File: src/common/rdmux_pkg.sv
package rdmux_pkg;

  // --------------------------------------------------------------------------
  // port count and field widths
  // --------------------------------------------------------------------------
  // completer ports behind the demux
  localparam int unsigned num_ports = 4;
  localparam int unsigned sel_w     = 2;
  // full axi id and the low part of it that indexes the counters
  localparam int unsigned id_w      = 4;
  localparam int unsigned look_bits = 2;
  localparam int unsigned num_cnt   = 2 ** look_bits;
  localparam int unsigned addr_w    = 32;
  localparam int unsigned data_w    = 32;
  // burst length field, beats minus one
  localparam int unsigned len_w     = 8;
  // in-flight counter, saturates (full) at all ones
  localparam int unsigned cnt_w     = 3;

  typedef logic [sel_w-1:0]     sel_t;
  typedef logic [id_w-1:0]      id_t;
  typedef logic [look_bits-1:0] look_t;
  typedef logic [addr_w-1:0]    addr_t;
  typedef logic [data_w-1:0]    data_t;
  typedef logic [len_w-1:0]     len_t;
  typedef logic [cnt_w-1:0]     cnt_t;

  // --------------------------------------------------------------------------
  // channel beats
  // --------------------------------------------------------------------------
  // read address beat, sel travels with the beat so it stays aligned
  typedef struct packed {
    id_t   id;
    addr_t addr;
    len_t  len;
    sel_t  sel;
  } ar_beat_t;

  // read data beat as returned to the requester
  typedef struct packed {
    id_t   id;
    data_t data;
    logic  last;
  } r_beat_t;

endpackage

File: src/common/ar_beat_if.sv
`timescale 1ns/1ps

// valid/ready link for one routed read address beat
interface ar_beat_if;

  // beat is offered while valid is high
  logic                valid;
  // consumer takes the beat when valid and ready meet on a clock edge
  logic                ready;
  rdmux_pkg::ar_beat_t beat;

  // producing side, holds beat stable until the transfer
  modport src (
    output valid,
    output beat,
    input  ready
  );

  // consuming side, may raise ready in reaction to valid
  modport dst (
    input  valid,
    input  beat,
    output ready
  );

endinterface

File: src/ar_path/rdmux_spill_reg.sv
`timescale 1ns/1ps

// two slot pipeline stage, all outputs come straight from flops
module rdmux_spill_reg #(
  parameter type T = logic
) (
  input  logic clk_i,
  input  logic arst_n_i,
  // upstream side
  input  logic valid_i,
  output logic ready_o,
  input  T     data_i,
  // downstream side
  output logic valid_o,
  input  logic ready_i,
  output T     data_o
);

  // --------------------------------------------------------------------------
  // slot a takes new beats, slot b catches a beat the consumer refused
  // --------------------------------------------------------------------------
  logic a_full_q;
  logic b_full_q;
  T     a_data_q;
  T     b_data_q;

  logic a_fill;
  logic a_drain;
  logic b_fill;
  logic b_drain;

  // new beat lands in a on every upstream transfer
  assign a_fill  = valid_i & ready_o;
  // a empties whenever b is free, either out the door or over into b
  assign a_drain = a_full_q & ~b_full_q;
  // a was offered but not taken, park it in b
  assign b_fill  = a_drain & ~ready_i;
  assign b_drain = b_full_q & ready_i;

  // control flags
  always_ff @(posedge clk_i or negedge arst_n_i) begin
    if (!arst_n_i) begin
      a_full_q <= 1'b0;
      b_full_q <= 1'b0;
    end else begin
      if (a_fill) begin
        a_full_q <= 1'b1;
      end else if (a_drain) begin
        a_full_q <= 1'b0;
      end
      if (b_fill) begin
        b_full_q <= 1'b1;
      end else if (b_drain) begin
        b_full_q <= 1'b0;
      end
    end
  end

  // payload slots
  always_ff @(posedge clk_i) begin
    if (a_fill) begin
      a_data_q <= data_i;
    end
    if (b_fill) begin
      b_data_q <= a_data_q;
    end
  end

  // b always holds the older beat, so it goes first
  assign valid_o = a_full_q | b_full_q;
  assign data_o  = b_full_q ? b_data_q : a_data_q;
  // only both slots taken stops the producer
  assign ready_o = ~a_full_q | ~b_full_q;

endmodule

File: src/ar_path/rdmux_id_counters.sv
`timescale 1ns/1ps

// outstanding read bookkeeping per low id bits
module rdmux_id_counters (
  input  logic              clk_i,
  input  logic              arst_n_i,
  // lookup for the beat waiting at the ar stage
  input  rdmux_pkg::look_t  lookup_id_i,
  output rdmux_pkg::sel_t   lookup_sel_o,
  output logic              occupied_o,
  // any counter saturated
  output logic              full_o,
  // ar accepted by a port
  input  logic              push_i,
  input  rdmux_pkg::look_t  push_id_i,
  input  rdmux_pkg::sel_t   push_sel_i,
  // last r beat handed to the requester
  input  logic              pop_i,
  input  rdmux_pkg::look_t  pop_id_i
);

  // per counter status gathered from the generate slices
  rdmux_pkg::sel_t [rdmux_pkg::num_cnt-1:0] port_sel;
  logic [rdmux_pkg::num_cnt-1:0]            occupied;
  logic [rdmux_pkg::num_cnt-1:0]            cnt_full;

  // --------------------------------------------------------------------------
  // one counter and one remembered port per index
  // --------------------------------------------------------------------------
  for (genvar i = 0; i < rdmux_pkg::num_cnt; i++) begin : gen_cnt
    logic             push_en;
    logic             pop_en;
    rdmux_pkg::cnt_t  in_flight_q;
    rdmux_pkg::sel_t  sel_q;

    assign push_en = push_i & (push_id_i == rdmux_pkg::look_t'(i));
    assign pop_en  = pop_i & (pop_id_i == rdmux_pkg::look_t'(i));

    // push and pop together leave the count as is
    always_ff @(posedge clk_i or negedge arst_n_i) begin
      if (!arst_n_i) begin
        in_flight_q <= '0;
      end else if (push_en && !pop_en) begin
        in_flight_q <= in_flight_q + rdmux_pkg::cnt_t'(1);
      end else if (pop_en && !push_en) begin
        in_flight_q <= in_flight_q - rdmux_pkg::cnt_t'(1);
      end
    end

    // port of the most recent push, only meaningful while occupied
    always_ff @(posedge clk_i) begin
      if (push_en) begin
        sel_q <= push_sel_i;
      end
    end

    assign occupied[i] = |in_flight_q;
    assign cnt_full[i] = &in_flight_q;
    assign port_sel[i] = sel_q;
  end

  // --------------------------------------------------------------------------
  // lookup and global full
  // --------------------------------------------------------------------------
  assign lookup_sel_o = port_sel[lookup_id_i];
  assign occupied_o   = occupied[lookup_id_i];
  // stall everything once a single counter cannot take another push
  assign full_o       = |cnt_full;

endmodule

File: src/ar_path/rdmux_ar_ctrl.sv
`timescale 1ns/1ps

// decides when the waiting ar beat may go out and to which port
module rdmux_ar_ctrl (
  input  logic                                clk_i,
  input  logic                                arst_n_i,
  // beat from the ar spill register
  ar_beat_if.dst                              ar,
  // completer ports
  output logic [rdmux_pkg::num_ports-1:0]     m_ar_valid_o,
  input  logic [rdmux_pkg::num_ports-1:0]     m_ar_ready_i,
  output rdmux_pkg::ar_beat_t                 m_ar_beat_o,
  // id counter interface
  output logic                                push_o,
  input  rdmux_pkg::sel_t                     lookup_sel_i,
  input  logic                                occupied_i,
  input  logic                                full_i
);

  // valid offered to the selected port
  logic ar_valid;
  // selected port took the beat
  logic ar_ready;
  // once offered the valid must stay up, even if counters change under it
  logic lock_d;
  logic lock_q;

  assign ar_ready = m_ar_ready_i[ar.beat.sel];

  // --------------------------------------------------------------------------
  // admission
  // --------------------------------------------------------------------------
  always_comb begin
    ar_valid = 1'b0;
    ar.ready = 1'b0;
    push_o   = 1'b0;
    lock_d   = lock_q;
    if (lock_q) begin
      // decision already made, just wait for the port
      ar_valid = 1'b1;
      if (ar_ready) begin
        ar.ready = 1'b1;
        push_o   = 1'b1;
        lock_d   = 1'b0;
      end
    end else if (!full_i) begin
      // same id only allowed while it targets the port already in use
      if (ar.valid && (!occupied_i || (lookup_sel_i == ar.beat.sel))) begin
        ar_valid = 1'b1;
        if (ar_ready) begin
          ar.ready = 1'b1;
          push_o   = 1'b1;
        end else begin
          lock_d = 1'b1;
        end
      end
    end
  end

  always_ff @(posedge clk_i or negedge arst_n_i) begin
    if (!arst_n_i) begin
      lock_q <= 1'b0;
    end else begin
      lock_q <= lock_d;
    end
  end

  // --------------------------------------------------------------------------
  // fan-out, payload to all ports and valid only to the selected one
  // --------------------------------------------------------------------------
  assign m_ar_beat_o = ar.beat;

  always_comb begin
    m_ar_valid_o = '0;
    for (int unsigned i = 0; i < rdmux_pkg::num_ports; i++) begin
      if (ar_valid && (ar.beat.sel == rdmux_pkg::sel_t'(i))) begin
        m_ar_valid_o[i] = 1'b1;
      end
    end
  end

endmodule

File: src/hdl/rdmux_r_arbiter.sv
`timescale 1ns/1ps

// round-robin merge of the port r streams, grant held while stalled
module rdmux_r_arbiter (
  input  logic                                        clk_i,
  input  logic                                        arst_n_i,
  // port side
  input  logic [rdmux_pkg::num_ports-1:0]             req_valid_i,
  output logic [rdmux_pkg::num_ports-1:0]             req_ready_o,
  input  rdmux_pkg::r_beat_t [rdmux_pkg::num_ports-1:0] req_beat_i,
  // merged output
  output logic                                        out_valid_o,
  input  logic                                        out_ready_i,
  output rdmux_pkg::r_beat_t                          out_beat_o
);

  // last port that got a beat through
  rdmux_pkg::sel_t rr_ptr_q;
  // lock-in on a stalled grant
  logic            lock_q;
  rdmux_pkg::sel_t lock_idx_q;

  rdmux_pkg::sel_t pick;
  rdmux_pkg::sel_t cand;
  rdmux_pkg::sel_t gnt_idx;
  logic            found;
  logic            xfer;

  // --------------------------------------------------------------------------
  // search starts one past the pointer and wraps around
  // --------------------------------------------------------------------------
  always_comb begin
    pick  = rr_ptr_q;
    cand  = rr_ptr_q;
    found = 1'b0;
    for (int unsigned k = 1; k <= rdmux_pkg::num_ports; k++) begin
      cand = rdmux_pkg::sel_t'((32'(rr_ptr_q) + k) % rdmux_pkg::num_ports);
      if (!found && req_valid_i[cand]) begin
        pick  = cand;
        found = 1'b1;
      end
    end
  end

  // stalled grant wins over a fresh pick
  assign gnt_idx     = lock_q ? lock_idx_q : pick;
  // no request anywhere leaves the pick on an idle port, so valid stays low
  assign out_valid_o = req_valid_i[gnt_idx];
  assign out_beat_o  = req_beat_i[gnt_idx];
  assign xfer        = out_valid_o & out_ready_i;

  always_comb begin
    req_ready_o          = '0;
    req_ready_o[gnt_idx] = xfer;
  end

  // --------------------------------------------------------------------------
  // pointer and lock
  // --------------------------------------------------------------------------
  always_ff @(posedge clk_i or negedge arst_n_i) begin
    if (!arst_n_i) begin
      rr_ptr_q   <= '0;
      lock_q     <= 1'b0;
      lock_idx_q <= '0;
    end else begin
      // beat offered but not taken, keep this port
      lock_q     <= out_valid_o & ~out_ready_i;
      lock_idx_q <= gnt_idx;
      if (xfer) begin
        rr_ptr_q <= gnt_idx;
      end
    end
  end

endmodule

File: src/hdl/rdmux_top.sv
`timescale 1ns/1ps

// read path of a one to four axi demux
module rdmux_top (
  input  logic                                          clk_i,
  input  logic                                          arst_n_i,
  // requester ar
  input  logic                                          s_ar_valid_i,
  output logic                                          s_ar_ready_o,
  input  rdmux_pkg::id_t                                s_ar_id_i,
  input  rdmux_pkg::addr_t                              s_ar_addr_i,
  input  rdmux_pkg::len_t                               s_ar_len_i,
  input  rdmux_pkg::sel_t                               s_ar_sel_i,
  // requester r
  output logic                                          s_r_valid_o,
  input  logic                                          s_r_ready_i,
  output rdmux_pkg::id_t                                s_r_id_o,
  output rdmux_pkg::data_t                              s_r_data_o,
  output logic                                          s_r_last_o,
  // completer ar
  output logic             [rdmux_pkg::num_ports-1:0]   m_ar_valid_o,
  input  logic             [rdmux_pkg::num_ports-1:0]   m_ar_ready_i,
  output rdmux_pkg::id_t   [rdmux_pkg::num_ports-1:0]   m_ar_id_o,
  output rdmux_pkg::addr_t [rdmux_pkg::num_ports-1:0]   m_ar_addr_o,
  output rdmux_pkg::len_t  [rdmux_pkg::num_ports-1:0]   m_ar_len_o,
  // completer r
  input  logic             [rdmux_pkg::num_ports-1:0]   m_r_valid_i,
  output logic             [rdmux_pkg::num_ports-1:0]   m_r_ready_o,
  input  rdmux_pkg::id_t   [rdmux_pkg::num_ports-1:0]   m_r_id_i,
  input  rdmux_pkg::data_t [rdmux_pkg::num_ports-1:0]   m_r_data_i,
  input  logic             [rdmux_pkg::num_ports-1:0]   m_r_last_i
);

  // --------------------------------------------------------------------------
  // ar path
  // --------------------------------------------------------------------------
  rdmux_pkg::ar_beat_t s_ar_beat;
  rdmux_pkg::ar_beat_t m_ar_beat;
  logic                ar_push;
  rdmux_pkg::sel_t     lookup_sel;
  logic                id_occupied;
  logic                id_full;

  // per port r beats, the merged stream and the retire strobe
  rdmux_pkg::r_beat_t [rdmux_pkg::num_ports-1:0] m_r_beat;
  rdmux_pkg::r_beat_t                            r_arb_beat;
  rdmux_pkg::r_beat_t                            s_r_beat;
  logic                                          r_arb_valid;
  logic                                          r_arb_ready;
  logic                                          r_pop;

  // link between the ar spill register and the admission logic
  ar_beat_if ar_mid ();

  assign s_ar_beat = '{id: s_ar_id_i, addr: s_ar_addr_i, len: s_ar_len_i, sel: s_ar_sel_i};

  rdmux_spill_reg #(
    .T ( rdmux_pkg::ar_beat_t )
  ) i_ar_spill_reg (
    .clk_i    ( clk_i        ),
    .arst_n_i ( arst_n_i     ),
    .valid_i  ( s_ar_valid_i ),
    .ready_o  ( s_ar_ready_o ),
    .data_i   ( s_ar_beat    ),
    .valid_o  ( ar_mid.valid ),
    .ready_i  ( ar_mid.ready ),
    .data_o   ( ar_mid.beat  )
  );

  rdmux_ar_ctrl i_ar_ctrl (
    .clk_i        ( clk_i        ),
    .arst_n_i     ( arst_n_i     ),
    .ar           ( ar_mid.dst   ),
    .m_ar_valid_o ( m_ar_valid_o ),
    .m_ar_ready_i ( m_ar_ready_i ),
    .m_ar_beat_o  ( m_ar_beat    ),
    .push_o       ( ar_push      ),
    .lookup_sel_i ( lookup_sel   ),
    .occupied_i   ( id_occupied  ),
    .full_i       ( id_full      )
  );

  // lookup and push both use the beat sitting at the admission stage
  rdmux_id_counters i_id_counters (
    .clk_i        ( clk_i                                      ),
    .arst_n_i     ( arst_n_i                                   ),
    .lookup_id_i  ( m_ar_beat.id[rdmux_pkg::look_bits-1:0]     ),
    .lookup_sel_o ( lookup_sel                                 ),
    .occupied_o   ( id_occupied                                ),
    .full_o       ( id_full                                    ),
    .push_i       ( ar_push                                    ),
    .push_id_i    ( m_ar_beat.id[rdmux_pkg::look_bits-1:0]     ),
    .push_sel_i   ( m_ar_beat.sel                              ),
    .pop_i        ( r_pop                                      ),
    .pop_id_i     ( s_r_beat.id[rdmux_pkg::look_bits-1:0]      )
  );

  // payload goes to every port and the valid alone picks one
  for (genvar i = 0; i < rdmux_pkg::num_ports; i++) begin : gen_ports
    assign m_ar_id_o[i]   = m_ar_beat.id;
    assign m_ar_addr_o[i] = m_ar_beat.addr;
    assign m_ar_len_o[i]  = m_ar_beat.len;
    assign m_r_beat[i]    = '{id: m_r_id_i[i], data: m_r_data_i[i], last: m_r_last_i[i]};
  end

  // --------------------------------------------------------------------------
  // r path
  // --------------------------------------------------------------------------
  rdmux_r_arbiter i_r_arbiter (
    .clk_i       ( clk_i       ),
    .arst_n_i    ( arst_n_i    ),
    .req_valid_i ( m_r_valid_i ),
    .req_ready_o ( m_r_ready_o ),
    .req_beat_i  ( m_r_beat    ),
    .out_valid_o ( r_arb_valid ),
    .out_ready_i ( r_arb_ready ),
    .out_beat_o  ( r_arb_beat  )
  );

  rdmux_spill_reg #(
    .T ( rdmux_pkg::r_beat_t )
  ) i_r_spill_reg (
    .clk_i    ( clk_i       ),
    .arst_n_i ( arst_n_i    ),
    .valid_i  ( r_arb_valid ),
    .ready_o  ( r_arb_ready ),
    .data_i   ( r_arb_beat  ),
    .valid_o  ( s_r_valid_o ),
    .ready_i  ( s_r_ready_i ),
    .data_o   ( s_r_beat    )
  );

  assign s_r_id_o   = s_r_beat.id;
  assign s_r_data_o = s_r_beat.data;
  assign s_r_last_o = s_r_beat.last;
  // a read retires once its last beat has left towards the requester
  assign r_pop      = s_r_valid_o & s_r_ready_i & s_r_beat.last;

endmodule

File: config.mk
export PLATFORM = sky130hd
export DESIGN_NAME = rdmux_top
export DESIGN_NICKNAME = d
export VERILOG_FILES = /design/src/common/rdmux_pkg.sv /design/src/common/ar_beat_if.sv /design/src/ar_path/rdmux_spill_reg.sv /design/src/ar_path/rdmux_id_counters.sv /design/src/ar_path/rdmux_ar_ctrl.sv /design/src/hdl/rdmux_r_arbiter.sv /design/src/hdl/rdmux_top.sv
export SDC_FILE = /design/constraint.sdc
export NUM_CORES = 1
export LEC_CHECK = 0
export ABC_AREA = 1
export CORE_AREA = 5 5 161 163
export DETAILED_ROUTE_END_ITERATION = 12
export DIE_AREA = 0 0 166 168
export DONT_BUFFER_PORTS = 1
export PLACE_DENSITY = 0.57
export RECOVER_POWER = 25
export REMOVE_ABC_BUFFERS = 1
export SYNTH_ARGS = -nofsm -noshare
export SYNTH_HDL_FRONTEND = slang
export SYNTH_SLANG_ARGS = --single-unit
File: constraint.sdc
create_clock -name clk_i -period 11.25 [get_ports clk_i]
set_input_delay 2.25 -clock clk_i [delete_from_list [all_inputs] [get_ports clk_i]]
set_output_delay 2.25 -clock clk_i [all_outputs]
set_load 0.01 [all_outputs]
# Word level (Yosys, flattened, before mapping)
# Cells that the tools add are included.
# classes
n_addsub	12
order_cmp	8
n_eq_ne	10
muxes	61
bitwise	31
n_reduce_logical	50
# ops
op	count
$bmux 37 s2	1
$mux 37	2
$mux 46	1
$mux 1	34
$mux 3	8
$lt 2x3->1 const B	7
$and 1x1->1	19
$logic_and 1x1->1	17
$reduce_bool 2->1	8
$bmux 1 s2	7
$add 3x1->3 const B	4
$eq 2x2->1 const B	6
$logic_not 1->1	12
$mux 2	6
$reduce_and 3->1	4
$reduce_or 3->1	4
$sub 3x1->3 const B	4
$not 1->1	7
$eq 2x1->1 const B	3
$logic_not 2->1	3
$add 2x1->2 const B	2
$add 2x2->2 const B	2
$and 4x4->4	1
$bmux 2 s2	1
other kinds (6)	9
# word_totals
ff_bits	196
in_bits	206
output_inout_bits	223
elab_cells	202

# Longest topological paths before layout
# logic_depth
depth_word	19
depth_mapped	23
mapped_depth_nobuf	22

# Hierarchy
# A second synthesis with hierarchy kept.
# unflattened
hier_cells	1029
area_unflattened_um2	10287.4
# by_module_without_submodules
module	n_inst	cells_per_inst	area_each_um2	seq_area_each_um2
rdmux_spill_reg (i_ar_spill_reg)	1	253	3458.3	2812.7
rdmux_spill_reg (i_r_spill_reg)	1	206	2791.4	2272.2
rdmux_r_arbiter	1	220	1358.8	125.1
rdmux_id_counters	1	133	1139.8	540.5
rdmux_top	1	135	1004.7	0.0
rdmux_ar_ctrl	1	82	534.3	25.0

# Worst setup path before layout
# No wires, ideal clock.
# synth_path
path_kind	input to output
start	input m_r_valid_i[3] (netlist name)
end	output m_r_ready_o[2] (netlist name)
arrival_ns	3.409
slack_ns	5.591
stages	15
cell_sequence	inv_1 > nand2_1 > nand2_1 > nand2_1 > nand2_1 > nand3_1 > nand2_1 > nand2_4 > nand2_8 > nand2_1 > nand2_1 > nand2_1 > nand2_1 > nand3_1 > nor2_1
# synth_via
elab_chain_len	18
word_cells_on_any_way	31
# synth_lines
item	line	source
from (decl)	rdmux_top.sv:27	input logic [rdmux_pkg::num_ports-1:0] m_r_valid_i,
$bmux 1 s2	rdmux_r_arbiter.sv:38	if (!found && req_valid_i[cand]) begin
$mux 1 (not written as such)	rdmux_r_arbiter.sv:38	
$mux 1	rdmux_r_arbiter.sv:38	
$logic_not 1->1	rdmux_r_arbiter.sv:38	
$logic_and 1x1->1	rdmux_r_arbiter.sv:38	
$mux 1	rdmux_r_arbiter.sv:38	
$logic_not 1->1	rdmux_r_arbiter.sv:38	
$logic_and 1x1->1	rdmux_r_arbiter.sv:38	
(+2 left out)	--	
$logic_and 1x1->1	rdmux_r_arbiter.sv:38	
$mux 2	rdmux_r_arbiter.sv:38	
$mux 2	rdmux_r_arbiter.sv:46	assign gnt_idx = lock_q ? lock_idx_q : pick;
$lt 2x3->1 (not written as such) or $ge 2x1->1 (tied branches)	rdmux_r_arbiter.sv:54	req_ready_o[gnt_idx] = xfer;
$logic_and 1x1->1 (not written as such)	rdmux_r_arbiter.sv:54	
$mux 1 (not written as such)	rdmux_r_arbiter.sv:54	
$demux 1 s2	--	
$and 4x4->4 (no line) (*)	--	
to (decl)	rdmux_top.sv:28	output logic [rdmux_pkg::num_ports-1:0] m_r_ready_o,
# Mark *: on every way between the ends. The rest lies on a longest branch, timed or not. The select of a mux whose other input is x is not followed.

==> run summary <==
Status: complete, but fails checks
Failing checks: max-capacitance violations, max-slew violations
First-pass GRT wire length: 35.5 mm
Post_cts resized: 0
Power density cells: 371 nW/µm²
Crit-path max FO: 52
Clock Path Buffers: 2
Slowest cell delay on critical path: 1.88 ns
Drt drc: 0
Crit path cell chain: clkbuf_1, inv_4, nand2_1, nand2_2, nor2_1, a21oi_1, nand3_1, nand2_1, nand2_1, nand2_1, nand2_1, nand2_2, a21oi_1
Placed cells: 1114
Type of the worst min-delay path: flop to flop
Yosys warns: 0
Pin count of the biggest net entering global routing: 53
Mapped Area: 10100 µm²
Chip width: 166 µm
Seq. cell area: 5780 µm²
Most frequent cells in the layout: nand2_1, edfxtp_1, a22oi_1, inv_1, nand3_1
Area occupied by multi-input gates: 2690 µm²
Number of synthesized flops with an enable pin: 174
CTS tree: yes
Max-Cap Viols: 1
Synthesized flop and latch total: 196
WS Path Type: flop to output pin
Crit path required time: 9.00 ns
Initial antenna violation count: 3
CP endpoint kind: output pin
Layout cell share with drive strength beyond 1: 0.0815
1st-pass router iterations: 7
Peak VDD IR: 242 µV
Final setup vio count: 0
GRT Total Usage: 0.164
Commonest non-fill, non-tap cell in the layout: nand2_1
Die Span Y: 168 µm
Arr. time, crit path: 5.06 ns
Syn Inst Count: 991
H-tree Lvls: 4
Vias in the first global route: 5914
DRT antenna net count: 0
Hold-fix buffers at CTS: 0
Final hold violation count: 0
CTS buffer count: 17
Die area: 27900 µm²
Fillers: 2336
Met1 Resource Use GR: 0.182
Asr flop ratio synth: 0.112
Vias/cell: 5.06
PortBufs: 0
Most used cell, CP: nand2_1
Max Clock Skew: 0.0186 ns
Cell Rows: 57
Post-synthesis sequential area ratio: 0.572
DRT iter0 DRCs: 359
Worst-path clk slew: 0.09 ns
CP Launch Type: flop
Post-route design area: 9710 µm²
Area post-placement: 9070 µm²
Detail Placement HPWL: 16.9 mm
CTS root buf: clkbuf_16
Slowest-stage cell, CP: clkbuf_1
Clk Latency, worst-skew pair: 0.43 ns
Core area: 24200 µm²
Vias: 5809
M2 GR Usage: 0.307
Hold WS: 0.446 ns
Routed wire length: 23.1 mm
GR peak layer: met2
Sink Count: 196
Mean post-synth cell area: 10.2 µm²
Area grow syn2layout: -3.75%
Io pins: 429
RD Place Congestion: 0.763
RSZ-0062 raised after global routing: false
Fin Setup TNS: 0 ns
Cell variety after synth: 39
Layout Cells excl Fill: 1147
Post-layout min period: 7.31 ns
Slew Viols, Final: 53
Highest clock rate: 0.137 GHz
GR Util met3: 0.0394
Fin crit share: 0.650
Grt ovf: 0
Post-layout nets: 1023
Least-Margin Pin Slew: 2.67 ns
Setup Buffers After CTS: 0
Main flop type after synthesis: edfxtp_1
Lkg Pwr: 0.00386 µW
Initial Utilization: 0.417
WL per Instance: 20.1 µm
Max-slew headroom: -0.780
==> final cells by class <==
class | instances | area share
diodes | 1 | 0.000258
repair buffers | 6 | 0.00425
flip-flops and latches | 196 | 0.595
well taps | 324 | 0.0417
inverters | 39 | 0.0156
clock buffers | 17 | 0.0438
multi-input cells | 549 | 0.277
clock inverters | 15 | 0.0222
==> report_power, final <==
part | leakage (µW) | internal [µW] | switching, µW | total [µW]
Sequential | 0.00189 | 1200 | 111 | 1310
Clock | 0.000311 | 331 | 321 | 652
Combinational | 0.00166 | 386 | 1260 | 1640
Total | 0.00386 | 1920 | 1690 | 3610
==> sequential cells by signal (all words and copies together), names as in the netlist <==
register and count:
i_r_arbiter.lock_idx_q 2, i_ar_ctrl.lock_q 1, i_id_counters.gen_cnt.sel_q 8, i_r_spill_reg.a_full_q 1, i_r_arbiter.lock_q 1, i_ar_spill_reg.a_full_q 1, i_r_spill_reg.a_data_q 37, i_ar_spill_reg.b_full_q 1
i_id_counters.gen_cnt.in_flight_q 12, i_r_spill_reg.b_data_q 37, i_ar_spill_reg.b_data_q 46, i_ar_spill_reg.a_data_q 46, i_r_arbiter.rr_ptr_q 2, i_r_spill_reg.b_full_q 1
==> per-stage QoR <==
step,util,total power [µW],setup WS [ns]
after floorplan,-,2550,5.58
after global placement,0.375,2960,5.46
after detailed placement,0.375,2990,5.44
after CTS,0.402,3650,5.44
after global routing,0.402,3900,3.28
final,0.402,3610,3.94
==> synthesized netlist by cell type, drive strengths merged, types with 2 or more instances <==
cell    number  area share
fa           4      0.0079
buf        197        0.14
nor3         2     0.00099
clkbuf      10      0.0037
a21oi       12      0.0060
mux2         4      0.0045
dfrtp       22       0.055
nand3       32       0.016
ha           4      0.0050
o21ai        9      0.0071
inv         38       0.015
edfxtp     174        0.52
o31ai        3      0.0022
nand2      367        0.14
or2          5      0.0031
a22oi       60       0.046
nor2        34       0.016
xnor2        8      0.0069
==> final timing paths <==
kind,startpoint,slack (ns),depth (start not counted),end
min in group asynchronous,arst_n_i,1.51,0,i_ar_spill_reg.b_full_q
max in group asynchronous,arst_n_i,9.65,0,i_id_counters.gen_cnt[1].in_flight_q[1]
hold reg to reg,i_ar_spill_reg.a_data_q[32],0.45,0,i_ar_spill_reg.b_data_q[32]
hold / removal,i_ar_spill_reg.a_data_q[32],0.45,0,i_ar_spill_reg.b_data_q[32]
setup reg to reg,i_ar_spill_reg.b_full_q,5.02,21,i_id_counters.gen_cnt[1].in_flight_q[2]
setup / recovery,i_ar_spill_reg.b_full_q,3.94,13,m_ar_valid_o[3]
==> cells by family (layout without fill, tap and decap cells) <==
logic type | Yosys count | in the layout | synth area share
AND/OR/NAND/NOR | 441 | 441 | 0.176
flip-flops | 196 | 196 | 0.572
buffers and inverters | 246 | 77 | 0.163
multiplexers | 4 | 4 | 0.00446
adder cells (fa/ha/maj) | 8 | 8 | 0.0129
other | 0 | 1 | 0
AO/OA/AOI/OAI | 88 | 88 | 0.0640
XOR/XNOR | 8 | 8 | 0.00695
==> worst max-delay path: cells and delay by family (launching register included) <==
family                 cells  cell delay (ns)
AO/OA/AOI/OAI              2             0.40
buffers and inverters      2             2.59
AND/OR/NAND/NOR            9             1.26
flip-flops                 1             0.35
==> metal layers <==
| metal | wire length (µm) | vias to the layer above |
|---|---|---|
| met3 | 1370 | 28 |
| met2 | 12800 | 308 |
| met4 | 595 | 0 |
| met5 | 0 | - |
| li1 | - | 2772 |
| met1 | 8350 | 2701 |
Note: power is estimated with default switching activity, not from simulation.
